<file path="config.mk">
export PLATFORM = sky130hd
export DESIGN_NAME = frontend_top
export DESIGN_NICKNAME = d
export VERILOG_FILES = /design/src/source/cpu_types_pkg.sv /design/src/source/instr_fetch.sv /design/src/source/sync_fifo.sv /design/src/source/control_unit.sv /design/src/source/decode_stage.sv /design/src/source/frontend_top.sv
export VERILOG_INCLUDE_DIRS = /design/src /design/src/source
export SDC_FILE = /design/constraint.sdc
export NUM_CORES = 1
export LEC_CHECK = 0
export BUFFER_PORTS_ARGS = -buffer_cell sky130_fd_sc_hd__clkbuf_2
export CAP_MARGIN = 5
export CORE_MARGIN = 2
export CORE_UTILIZATION = 54
export DETAILED_ROUTE_END_ITERATION = 8
export HOLD_SLACK_MARGIN = 0.05
export PLACE_DENSITY = 0.75
export SLEW_MARGIN = 5
export SYNTH_ARGS = -nofsm -noshare
export SYNTH_HDL_FRONTEND = slang
export SYNTH_SLANG_ARGS = --single-unit
</file>
<file path="constraint.sdc">
create_clock -name clk -period 3.5 [get_ports clk]
set_clock_uncertainty 0.05 [all_clocks]
set_input_delay 0.35 -clock clk [delete_from_list [all_inputs] [get_ports clk]]
set_output_delay 0.35 -clock clk [all_outputs]
set_load 0.01 [all_outputs]
</file>
<file path="src/source/cpu_config.svh">
/* front end configuration
   word width, queue depth and the first fetch address */

`ifndef CPU_CONFIG_SVH
`define CPU_CONFIG_SVH

// instruction and address width
`define WORD_W 32

// bytes per word, for the wishbone select lines
`define WORD_BYTES (`WORD_W / 8)

// entries in each of the two queues
`define QUEUE_DEPTH 4

// fetch starts here after reset
`define RESET_PC 32'h0000_0000

`endif

</file>
<file path="src/source/cpu_types_pkg.sv">
/* front end types
   opcodes, function codes, control enums and the packet and bundle structs */

`default_nettype none

`include "cpu_config.svh"

package cpu_types_pkg;

    typedef logic [`WORD_W-1:0] word_t;

    typedef enum logic [6:0] {
        OP_RTYPE    = 7'b0110011,
        OP_ITYPE    = 7'b0010011,
        OP_ITYPE_LW = 7'b0000011,
        OP_STYPE    = 7'b0100011,
        OP_BTYPE    = 7'b1100011,
        OP_JAL      = 7'b1101111,
        OP_JALR     = 7'b1100111,
        OP_LUI      = 7'b0110111,
        OP_HALT     = 7'b1111111,
        OP_LD_M     = 7'b1000111,
        OP_ST_M     = 7'b1010111,
        OP_GEMM_M   = 7'b1110111
    } opcode_t;

    // funct3 for register and immediate alu ops
    typedef enum logic [2:0] {
        F3_ADD_SUB = 3'h0,
        F3_SLL     = 3'h1,
        F3_SLT     = 3'h2,
        F3_SLTU    = 3'h3,
        F3_XOR     = 3'h4,
        F3_SRL_SRA = 3'h5,
        F3_OR      = 3'h6,
        F3_AND     = 3'h7
    } funct3_alu_t;

    typedef enum logic [2:0] {
        F3_BEQ  = 3'h0,
        F3_BNE  = 3'h1,
        F3_BLT  = 3'h4,
        F3_BGE  = 3'h5,
        F3_BLTU = 3'h6,
        F3_BGEU = 3'h7
    } funct3_branch_t;

    // only word width loads and stores exist
    localparam logic [2:0] F3_WORD = 3'h2;

    // funct7 selecting sub and sra
    localparam logic [6:0] F7_ALT = 7'b0100000;

    typedef enum logic [3:0] {
        ALU_ADD, ALU_SUB, ALU_SLL, ALU_SRL, ALU_SRA,
        ALU_AND, ALU_OR, ALU_XOR, ALU_SLT, ALU_SLTU
    } alu_op_t;

    typedef enum logic [2:0] {
        BR_NONE, BR_BEQ, BR_BNE, BR_BLT, BR_BGE, BR_BLTU, BR_BGEU
    } branch_t;

    typedef enum logic [1:0] {FU_S_NONE, FU_S_ALU, FU_S_LD_ST, FU_S_BRANCH} fu_s_t;

    typedef enum logic [1:0] {FU_M_NONE, FU_M_LD_ST, FU_M_GEMM} fu_m_t;

    typedef enum logic [1:0] {MEM_NONE, MEM_LOAD, MEM_STORE} mem_type_t;

    typedef struct packed {
        word_t pc;
        word_t instr;
    } fetch_packet_t;

    typedef struct packed {
        word_t      pc;
        logic       halt;
        logic       i_flag;
        logic       reg_write;
        logic       mem_to_reg;
        logic       jal;
        logic       jalr;
        logic       u_load;
        mem_type_t  s_mem_type;
        alu_op_t    alu_op;
        branch_t    branch_type;
        word_t      imm;
        logic [4:0] stride;
        fu_s_t      fu_s;
        fu_m_t      fu_m;
        mem_type_t  m_mem_type;
        logic [3:0] matrix_rd;
    } decoded_t;

endpackage

`default_nettype wire

</file>
<file path="src/source/instr_fetch.sv">
/* instruction fetch
   wishbone classic master reading sequential words into the instruction queue */

`timescale 1ns/100ps
`default_nettype none

`include "cpu_config.svh"

module instr_fetch
(
    input  logic                          clk,
    input  logic                          reset,
    output logic                          wb_cyc,
    output logic                          wb_stb,
    output logic                          wb_we,
    output logic [`WORD_W-1:0]            wb_adr,
    output logic [`WORD_BYTES-1:0]        wb_sel,
    input  logic [`WORD_W-1:0]            wb_dat_r,
    input  logic                          wb_ack,
    input  logic                          q_full,
    input  logic                          q_almost_full,
    output logic                          q_push,
    output cpu_types_pkg::fetch_packet_t  q_data,
    input  logic                          halted
);
    import cpu_types_pkg::*;

    typedef enum logic {FETCH_IDLE, FETCH_BUSY} fetch_state_t;

    fetch_state_t state;
    word_t        pc;
    logic         start_ok;
    logic         start;

    assign start = (state == FETCH_IDLE) && start_ok && !halted;

    // one read at a time, address held until ack
    assign wb_cyc = (state == FETCH_BUSY);
    assign wb_stb = (state == FETCH_BUSY);
    assign wb_we  = 1'b0;
    assign wb_adr = pc;
    assign wb_sel = '1;

    assign q_push = (state == FETCH_BUSY) && wb_ack;
    assign q_data = '{pc: pc, instr: wb_dat_r};

    always_ff @(posedge clk)
    begin
        if (reset)
        begin
            state    <= FETCH_IDLE;
            pc       <= `RESET_PC;
            start_ok <= 1'b0;
        end
        else
        begin
            case (state)
                FETCH_IDLE:
                begin
                    if (start)
                        state <= FETCH_BUSY;
                end
                FETCH_BUSY:
                begin
                    if (wb_ack)
                    begin
                        state <= FETCH_IDLE;
                        pc    <= pc + 32'd4;
                    end
                end
                default: state <= FETCH_IDLE;
            endcase

            // word arriving now takes a slot too
            if (q_push)
                start_ok <= !q_full && !q_almost_full;
            else
                start_ok <= !q_full;
        end
    end

endmodule

`default_nettype wire

</file>
<file path="src/source/sync_fifo.sv">
/* synchronous queue
   register array with read and write pointers, payload chosen by type */

`timescale 1ns/100ps
`default_nettype none

`include "cpu_config.svh"

module sync_fifo
#(
    parameter type payload_t = logic [`WORD_W-1:0],
    parameter int  DEPTH     = `QUEUE_DEPTH
)
(
    input  logic     clk,
    input  logic     reset,
    input  logic     push,
    input  payload_t push_data,
    output logic     full,
    input  logic     pop,
    output logic     empty,
    output payload_t head,
    output logic     almost_full
);
    localparam int PTR_W = (DEPTH > 1) ? $clog2(DEPTH) : 1;
    localparam int CNT_W = $clog2(DEPTH + 1);

    payload_t           mem [DEPTH];
    logic [PTR_W-1:0]   wr_ptr;
    logic [PTR_W-1:0]   rd_ptr;
    logic [CNT_W-1:0]   count;
    logic               do_push;
    logic               do_pop;

    assign do_push = push && !full;
    assign do_pop  = pop && !empty;

    assign full        = (count == CNT_W'(DEPTH));
    assign almost_full = (count == CNT_W'(DEPTH - 1));
    assign empty       = (count == '0);
    assign head        = mem[rd_ptr];

    // storage only, no reset
    always_ff @(posedge clk)
    begin
        if (do_push)
            mem[wr_ptr] <= push_data;
    end

    always_ff @(posedge clk)
    begin
        if (reset)
        begin
            wr_ptr <= '0;
            rd_ptr <= '0;
            count  <= '0;
        end
        else
        begin
            if (do_push)
                wr_ptr <= (wr_ptr == PTR_W'(DEPTH - 1)) ? '0 : wr_ptr + 1'b1;
            if (do_pop)
                rd_ptr <= (rd_ptr == PTR_W'(DEPTH - 1)) ? '0 : rd_ptr + 1'b1;
            // simultaneous push and pop leaves count alone
            if (do_push && !do_pop)
                count <= count + 1'b1;
            else if (do_pop && !do_push)
                count <= count - 1'b1;
        end
    end

endmodule

`default_nettype wire

</file>
<file path="src/source/control_unit.sv">
/* control unit
   combinational decoder from a fetch packet to the control bundle */

`timescale 1ns/100ps
`default_nettype none

module control_unit
(
    input  cpu_types_pkg::fetch_packet_t packet,
    output cpu_types_pkg::decoded_t      ctrl
);
    import cpu_types_pkg::*;

    word_t instr;

    assign instr = packet.instr;

    always_comb
    begin
        ctrl    = '0;
        ctrl.pc = packet.pc;
        case (opcode_t'(instr[6:0]))
            OP_RTYPE:
            begin
                ctrl.reg_write = 1'b1;
                ctrl.fu_s      = FU_S_ALU;
                case (funct3_alu_t'(instr[14:12]))
                    F3_ADD_SUB: ctrl.alu_op = (instr[31:25] == F7_ALT) ? ALU_SUB : ALU_ADD;
                    F3_SLL:     ctrl.alu_op = ALU_SLL;
                    F3_SLT:     ctrl.alu_op = ALU_SLT;
                    F3_SLTU:    ctrl.alu_op = ALU_SLTU;
                    F3_XOR:     ctrl.alu_op = ALU_XOR;
                    F3_SRL_SRA: ctrl.alu_op = (instr[31:25] == F7_ALT) ? ALU_SRA : ALU_SRL;
                    F3_OR:      ctrl.alu_op = ALU_OR;
                    F3_AND:     ctrl.alu_op = ALU_AND;
                    default:    ctrl.alu_op = ALU_ADD;
                endcase
            end
            OP_ITYPE:
            begin
                ctrl.reg_write = 1'b1;
                ctrl.i_flag    = 1'b1;
                ctrl.imm       = {{20{instr[31]}}, instr[31:20]};
                ctrl.fu_s      = FU_S_ALU;
                // no subtract form with an immediate
                case (funct3_alu_t'(instr[14:12]))
                    F3_ADD_SUB: ctrl.alu_op = ALU_ADD;
                    F3_SLL:     ctrl.alu_op = ALU_SLL;
                    F3_SLT:     ctrl.alu_op = ALU_SLT;
                    F3_SLTU:    ctrl.alu_op = ALU_SLTU;
                    F3_XOR:     ctrl.alu_op = ALU_XOR;
                    F3_SRL_SRA: ctrl.alu_op = (instr[31:25] == F7_ALT) ? ALU_SRA : ALU_SRL;
                    F3_OR:      ctrl.alu_op = ALU_OR;
                    F3_AND:     ctrl.alu_op = ALU_AND;
                    default:    ctrl.alu_op = ALU_ADD;
                endcase
            end
            OP_ITYPE_LW:
            begin
                if (instr[14:12] == F3_WORD)
                begin
                    ctrl.imm        = {{20{instr[31]}}, instr[31:20]};
                    ctrl.reg_write  = 1'b1;
                    ctrl.i_flag     = 1'b1;
                    ctrl.mem_to_reg = 1'b1;
                    ctrl.s_mem_type = MEM_LOAD;
                    ctrl.fu_s       = FU_S_LD_ST;
                end
            end
            OP_STYPE:
            begin
                if (instr[14:12] == F3_WORD)
                begin
                    ctrl.imm        = {{20{instr[31]}}, instr[31:25], instr[11:7]};
                    ctrl.i_flag     = 1'b1;
                    ctrl.s_mem_type = MEM_STORE;
                    ctrl.fu_s       = FU_S_LD_ST;
                end
            end
            OP_BTYPE:
            begin
                ctrl.imm  = {{20{instr[31]}}, instr[7], instr[30:25], instr[11:8], 1'b0};
                ctrl.fu_s = FU_S_BRANCH;
                case (funct3_branch_t'(instr[14:12]))
                    F3_BEQ:  ctrl.branch_type = BR_BEQ;
                    F3_BNE:  ctrl.branch_type = BR_BNE;
                    F3_BLT:  ctrl.branch_type = BR_BLT;
                    F3_BGE:  ctrl.branch_type = BR_BGE;
                    F3_BLTU: ctrl.branch_type = BR_BLTU;
                    F3_BGEU: ctrl.branch_type = BR_BGEU;
                    default: ctrl.branch_type = BR_NONE;
                endcase
            end
            OP_JAL:
            begin
                ctrl.imm       = {{12{instr[31]}}, instr[19:12], instr[20], instr[30:21], 1'b0};
                ctrl.jal       = 1'b1;
                ctrl.reg_write = 1'b1;
                ctrl.i_flag    = 1'b1;
                ctrl.alu_op    = ALU_ADD;
                ctrl.fu_s      = FU_S_ALU;
            end
            OP_JALR:
            begin
                ctrl.imm       = {{20{instr[31]}}, instr[31:20]};
                ctrl.jalr      = 1'b1;
                ctrl.reg_write = 1'b1;
                ctrl.i_flag    = 1'b1;
                ctrl.alu_op    = ALU_ADD;
                ctrl.fu_s      = FU_S_ALU;
            end
            OP_LUI:
            begin
                ctrl.imm       = {instr[31:12], 12'b0};
                ctrl.u_load    = 1'b1;
                ctrl.reg_write = 1'b1;
            end
            OP_HALT: ctrl.halt = 1'b1;
            // matrix load and store share the layout, stride is a register index
            OP_LD_M, OP_ST_M:
            begin
                ctrl.imm        = {{21{instr[17]}}, instr[17:7]};
                ctrl.stride     = instr[22:18];
                ctrl.fu_m       = FU_M_LD_ST;
                ctrl.m_mem_type = (instr[6:0] == OP_LD_M) ? MEM_LOAD : MEM_STORE;
                ctrl.matrix_rd  = instr[31:28];
            end
            OP_GEMM_M: ctrl.fu_m = FU_M_GEMM;
            default:   ctrl.fu_s = FU_S_NONE;
        endcase
    end

endmodule

`default_nettype wire

</file>
<file path="src/source/decode_stage.sv">
/* decode stage
   one instruction per cycle from the instruction queue to the issue queue */

`timescale 1ns/100ps
`default_nettype none

module decode_stage
(
    input  logic                          clk,
    input  logic                          reset,
    input  logic                          in_empty,
    input  cpu_types_pkg::fetch_packet_t  in_head,
    output logic                          in_pop,
    input  logic                          out_full,
    output logic                          out_push,
    output cpu_types_pkg::decoded_t       out_data,
    output logic                          halted
);
    logic advance;

    // pop and push together, nothing held in between
    assign advance  = !in_empty && !out_full && !halted;
    assign in_pop   = advance;
    assign out_push = advance;

    control_unit u_control_unit
    (
        .packet (in_head),
        .ctrl   (out_data)
    );

    // sticky once a halt bundle has gone out
    always_ff @(posedge clk)
    begin
        if (reset)
            halted <= 1'b0;
        else if (advance && out_data.halt)
            halted <= 1'b1;
    end

endmodule

`default_nettype wire

</file>
<file path="src/source/frontend_top.sv">
/* front end top
   fetch, instruction queue, decode and issue queue in a chain */

`timescale 1ns/100ps
`default_nettype none

`include "cpu_config.svh"

module frontend_top
(
    input  logic                     clk,
    input  logic                     reset,
    output logic                     wb_cyc,
    output logic                     wb_stb,
    output logic                     wb_we,
    output logic [`WORD_W-1:0]       wb_adr,
    output logic [`WORD_BYTES-1:0]   wb_sel,
    input  logic [`WORD_W-1:0]       wb_dat_r,
    input  logic                     wb_ack,
    output logic                     out_valid,
    input  logic                     out_ready,
    output cpu_types_pkg::decoded_t  out_bundle,
    output logic                     halted
);
    import cpu_types_pkg::*;

    fetch_packet_t fetch_data;
    fetch_packet_t instr_head;
    decoded_t      decode_data;
    logic          fetch_push;
    logic          instr_full;
    logic          instr_almost_full;
    logic          instr_empty;
    logic          instr_pop;
    logic          issue_push;
    logic          issue_full;
    logic          issue_empty;

    assign out_valid = !issue_empty;

    instr_fetch u_instr_fetch
    (
        .clk           (clk),
        .reset         (reset),
        .wb_cyc        (wb_cyc),
        .wb_stb        (wb_stb),
        .wb_we         (wb_we),
        .wb_adr        (wb_adr),
        .wb_sel        (wb_sel),
        .wb_dat_r      (wb_dat_r),
        .wb_ack        (wb_ack),
        .q_full        (instr_full),
        .q_almost_full (instr_almost_full),
        .q_push        (fetch_push),
        .q_data        (fetch_data),
        .halted        (halted)
    );

    sync_fifo #(.payload_t(fetch_packet_t), .DEPTH(`QUEUE_DEPTH)) u_instr_queue
    (
        .clk         (clk),
        .reset       (reset),
        .push        (fetch_push),
        .push_data   (fetch_data),
        .full        (instr_full),
        .pop         (instr_pop),
        .empty       (instr_empty),
        .head        (instr_head),
        .almost_full (instr_almost_full)
    );

    decode_stage u_decode_stage
    (
        .clk      (clk),
        .reset    (reset),
        .in_empty (instr_empty),
        .in_head  (instr_head),
        .in_pop   (instr_pop),
        .out_full (issue_full),
        .out_push (issue_push),
        .out_data (decode_data),
        .halted   (halted)
    );

    // the consumer side has no in-flight work, so almost full stays open
    sync_fifo #(.payload_t(decoded_t), .DEPTH(`QUEUE_DEPTH)) u_issue_queue
    (
        .clk         (clk),
        .reset       (reset),
        .push        (issue_push),
        .push_data   (decode_data),
        .full        (issue_full),
        .pop         (out_ready),
        .empty       (issue_empty),
        .head        (out_bundle),
        .almost_full ()
    );

endmodule

`default_nettype wire

</file>
==> results of run 1 <==
repair_timing:
action,CTS,global route
hold endpoints to repair,131,0
hold buffers,34,0
gates resized for setup,0,0
kinds of logic after synthesis:
family,Yosys count,share of synthesized area [%]
DFF,667,75.2
and+or+nand+nor,254,5.34
muxes,162,13.6
buffers and inverters,110,1.99
AOI/OAI and AO/OA,79,1.97
xor gates and xnor gates,32,1.08
adders and majority gates,15,0.781
other,2,0.0289
layout by cell type (no fill, tap or decap), drive strengths merged, types with 13 or more instances in the layout:
master	count
and2	16
a211oi	14
dfxtp	51
xor2	15
a21oi	33
nor3	34
dlygate4sd3	34
nand3	27
clkinv	15
mux4	152
edfxtp	616
clkbuf	250
inv	30
ha	13
buf	42
nand2	36
nor2	62
nand4b	13
nor4	19
xnor2	17
sequential cells by signal, summed over array words and instances, names as in the netlist, named ones only:
signal,cells
u_issue_queue.count,3
u_decode_stage.halted,1
u_instr_fetch.wb_adr,30
u_instr_queue.mem,248
u_instr_queue.wr_ptr,2
u_instr_fetch.wb_cyc,1
u_instr_queue.rd_ptr,2
u_issue_queue.wr_ptr,2
u_issue_queue.rd_ptr,2
u_issue_queue.mem,368
u_instr_queue.count,3
u_instr_fetch.start_ok,1
synthesized netlist by cell type (all sizes together) (6+ instances only):
| master | instances |
|---|---|
| nand3 | 27 |
| or3 | 7 |
| ha | 13 |
| inv | 28 |
| and3 | 6 |
| clkbuf | 31 |
| xor2 | 15 |
| o21ai | 12 |
| xnor2 | 17 |
| nand2 | 36 |
| nor3 | 34 |
| mux4 | 152 |
| o22ai | 6 |
| dfxtp | 51 |
| nor2 | 62 |
| mux2i | 8 |
| nor4 | 19 |
| nand4b | 13 |
| edfxtp | 616 |
| nand4 | 7 |
| buf | 51 |
| and2 | 16 |
| a211oi | 14 |
| a21oi | 33 |
path summary, 6_finish.rpt:
| path | endpoint | slack [ps] | cells past startpoint |
|---|---|---|---|
| setup reg to reg | u_issue_queue.mem[1][46] | 340 | 5 |
| hold reg to reg | flop | 440 | 2 |
| hold / removal | flop | 440 | 2 |
| setup / recovery | u_issue_queue.mem[1][46] | 340 | 5 |
through the flow:
stage          power, W  hold WS, ps
6_report         0.0241          440
5_1_grt          0.0250          481
4_1_cts          0.0243          438
3_5_place_dp     0.0173          425
3_3_place_gp     0.0171          414
2_1_floorplan    0.0149          382
layer usage:
| layer | up-vias | wire length [µm] | GRT usage [%] |
|---|---|---|---|
| met4 | 4 | 1130 | 6.26 |
| li1 | 5816 | - | - |
| met5 | - | 24 | 0 |
| met2 | 455 | 28700 | 38.9 |
| met3 | 84 | 3200 | 3.91 |
| met1 | 6976 | 22000 | 29.7 |
tightest hold or removal path, delay by kind of cell (launching register included):
kind / cells / cell delay, ps
compound gates: 1 / 70
flops: 1 / 310
simple gates: 1 / 50
where the power goes:
part           switching, W  leakage (nW)  internal, W
sequential         0.000472          6.19       0.0104
combinational       0.00367          2.84      0.00260
clock               0.00284          1.03      0.00409
area by class of cell:
class | count | area share (%)
sequential | 667 | 64.7
multi-input combinational | 551 | 19.8
clock buffer | 88 | 5.98
timing repair buffer | 238 | 5.56
tap | 615 | 2.55
clock inverter | 28 | 1.08
inverter | 28 | 0.348
antenna | 6 | 0.0497
==> flow_summary.ini, run 1 <==
[run_status]
status = completed

[drt]
viasPerCell = 6.00
drc = 0
routedWlPerCell_um = 24.8
vias = 13300
dr.first_iter.drc_count = 1386
wirelength_mm = 55.0
drtPass1Iterations = 5
antenna_left = 0

[clock_tree]
clk_latency_ps = 590
cts_buffer_depth = 3
cts-root-buf = clkbuf_16
clkSlewWorstSetupHoldPaths_ps = 60
htree_levels = 3
cts_tree = built
cts_made_buffers = 66
post-cts-setup-buffer-count = 0
clkSinkCount = 667

[cells_and_area]
finalInstanceArea_mm2 = 0.0302
fin_cells = 2221
seq_area_mm2 = 0.0195
nFillCells = 3174
multi_input_area_mm2 = 0.00597
fin_nets = 1603
fin_util_pct = 63.5
drive_gt1_share_pct = 29.7
area_growth_pct = 16.3

[floorplanning]
start_util_pct = 54.6
die_y_um = 223
die_x_um = 223
fp-row-count = 80
die_area_mm2 = 0.0498
io_pins = 172
coreArea_mm2 = 0.0475

[power]
powerDensity_mw_per_mm2 = 796
vdd_drop_max_mv = 0.433
leakagePower_nw = 10.1

[sta]
timing.slew.headroom_pct = 25.2
min_period_over_period_pct = 90.3
fmax_mhz = 316
finalWorstSetupSlack_ps = 338
final-setup-viol-count = 0
drv_slew = 0
tns_ps = 0
rsz0062_at_grt = false
worst_pin_slew_ps = 1120
timing_hold_violations_final = 0
final.min_clock_period_ps = 3160

[placement]
place_ws_ps = 375
dp_cells = 2065
portBuffers = 162
gp_congestion = 0.885
dp_hpwl_mm = 33.5
place_area_mm2 = 0.0277

[global_routing]
grt_usage_pct = 22.5
grt_max_degree = 49
antenna_found_initial = 7
gr-total-overflow = 0
grt_pass1_wl_mm = 83.0
grt_pass1_vias = 13600

[logic_synthesis]
synth_flop_cell = edfxtp_1
ys_seq_area_share_pct = 75.2
synth_edf_count = 616
synthesis.instances = 1321
ys_top_cells_by_area = edfxtp_1 (71%), mux4_2 (13%), dfxtp_1 (3.9%)
yosysWarnings = 0
netlist.top_cell.by_area = edfxtp_1
ys_types = 60
yosysTopAreaCellShare_pct = 71.3
ys_ff_latch = 667
synth_area_mm2 = 0.0260
syn_area_per_cell_um2 = 19.7
async_flop_share_pct = 0

[worst_setup_path]
critPathMaxStageDelay_ps = 750
cp-end-kind = flop
path_class = flop to flop
crit_slowest_cell = mux4_2
path_buf_inv = 0
crit_fanout = 25
startpoint_type = flop
required_ps = 3780
cp_data_arrival_time_ps = 3440
crit_path_cell_trace = mux4_2 -> and3b_1 -> nor4b_1 -> o21ai_0 -> o211ai_1
critPathTopFamily = simple AND/OR/NAND/NOR gates

[run]
cap_violations = 0

[worst_hold_path]
hold_path.class = flop to flop
min_from = u_issue_queue.rd_ptr[1]
No activity file was read; power rests on OpenSTA's default activity.
==> run 2, diff against run 1 <==
--- a/config.mk
+++ b/config.mk
@@ -10,9 +10,11 @@
 export CAP_MARGIN = 5
 export CORE_MARGIN = 2
 export CORE_UTILIZATION = 54
+export CTS_CLUSTER_DIAMETER = 60
 export DETAILED_ROUTE_END_ITERATION = 8
 export HOLD_SLACK_MARGIN = 0.05
 export PLACE_DENSITY = 0.75
+export SETUP_SLACK_MARGIN = 0.5
 export SLEW_MARGIN = 5
 export SYNTH_ARGS = -nofsm -noshare
 export SYNTH_HDL_FRONTEND = slang
==> flow_summary.ini, run 2 (same netlist as run 1, synthesis figures left out) <==
[sta]
fmax_mhz = 335
min_period_over_period_pct = 85.3
timing.slew.headroom_pct = 27.0
worst_pin_slew_ps = 1100
rsz0062_at_grt = true
final.min_clock_period_ps = 2990
timing_hold_violations_final = 0
drv_slew = 0
final-setup-viol-count = 0
finalWorstSetupSlack_ps = 513
tns_ps = 0

[power]
pwr-share-seq_pct = 45.1
vdd_drop_max_mv = 0.457
powerDensity_mw_per_mm2 = 794
p_sw_share_pct = 29.1
p_int_w = 0.0171
totalPowerFinal_w = 0.0241
leakagePower_nw = 10.1
switchingPower_w = 0.00701
p_clk_share_pct = 28.6
power_frac_comb_pct = 26.3

[floorplanning]
fp-row-count = 80
die_area_mm2 = 0.0498
die_y_um = 223
start_util_pct = 54.6
die_x_um = 223
coreArea_mm2 = 0.0475
io_pins = 172

[placement]
portBuffers = 162
dp_cells = 2065
place_ws_ps = 375
gp_congestion = 0.885
dp_hpwl_mm = 33.5

[drt]
dr.first_iter.drc_count = 1528
routedWlPerCell_um = 24.8
drc = 0
drtPass1Iterations = 5
antenna_left = 0
viasPerCell = 5.97
wirelength_mm = 55.1
vias = 13300

[global_routing]
grt_pass1_wl_mm = 83.1
grt_usage_pct = 22.5
grt_max_degree = 49
grt_pass1_vias = 13600
antenna_found_initial = 7
gr-total-overflow = 0

[cells_and_area]
regMostFlops = u_issue_queue.mem
fin_nets = 1609
layout_common_cells = edfxtp_1 (616), clkbuf_2 (162), mux4_2 (149)
largest_reg_flops = 368
fin_cells = 2227
drive_gt1_share_pct = 30.4
area_growth_pct = 16.8
final_common_cell = edfxtp_1
nFillCells = 3154

[clock_tree]
cts_made_buffers = 67
htree_levels = 3
clkSinkCount = 667
cts-root-buf = clkbuf_16
clk_latency_ps = 590
cts_buffer_depth = 3
cts_tree = built
clkSlewWorstSetupHoldPaths_ps = 60

[worst_setup_path]
crit_fanout = 17
path_class = flop to flop
cp-end-kind = flop
cp_data_arrival_time_ps = 3350
required_ps = 3870
startpoint_type = flop

[run_status]
status = completed

[worst_hold_path]
hold_path.class = flop to flop

[run]
cap_violations = 0
## run 2: final timing paths
kind / start / endpoint / slack [ps] / depth (start not counted)
min: u_instr_queue.rd_ptr[1] / flop / 430 / 2
max: flop / u_issue_queue.mem[3][31] / 510 / 6
min reg2reg: u_instr_queue.rd_ptr[1] / flop / 430 / 2
max reg2reg: flop / u_issue_queue.mem[3][31] / 510 / 6
## run 2: power groups by stage
stage | Clock (W) | Combinational (W) | Sequential, W
2_1_floorplan | 0 | 0.00414 | 0.0108
3_3_place_gp | 0 | 0.00621 | 0.0109
3_5_place_dp | 0 | 0.00630 | 0.0110
4_1_cts | 0.00700 | 0.00637 | 0.0109
5_1_grt | 0.00729 | 0.00678 | 0.0110
6_report | 0.00689 | 0.00633 | 0.0109
## run 2: what timing repair did
action,in CTS,in global routing
hold buffers,34,0
pin swaps,1,2
resized for setup,5,13
setup endpoints to repair,38,120
cloned,0,0
endpoints found under the hold margin,131,0
setup buffers,1,4
## run 2: cell type report
cell class              instances  area (µm²)  area share (%)
clock buffers                  92        1870            6.18
clock inverters                25         262           0.863
multi-input cells             551        6040            19.9
flip-flops and latches        667       19500            64.4
diodes                          6        15.0          0.0495
inverters                      28         106           0.351
repair buffers                243        1720            5.67
well taps                     615         769            2.54
## run 2: metrics by stage
stage / util [%] / area (µm²) / hold slack, ps
global placement: 58.3 / 27700 / 414
finish: 63.8 / 30300 / 430
detailed placement: 58.3 / 27700 / 425
CTS: 63.6 / 30200 / 439
global route: 63.7 / 30300 / 470
floorplan: - / 26000 / 382
## run 2: critical path, stage by stage, from the launching register on
cell       delay, ps
dfxtp_4          520
mux4_1           720
buf_4            250
nand4bb_1        180
nor4b_1          700
nor3_4           160
nand3_1          220
## run 2: layer usage
layer  wire [µm]  track usage [%]  vias up
met4        1120             6.80        2
met2       28600             38.5      435
li1            -                -     5815
met3        3240             4.08       85
met5           7                0        -
met1       22100             29.8     6960
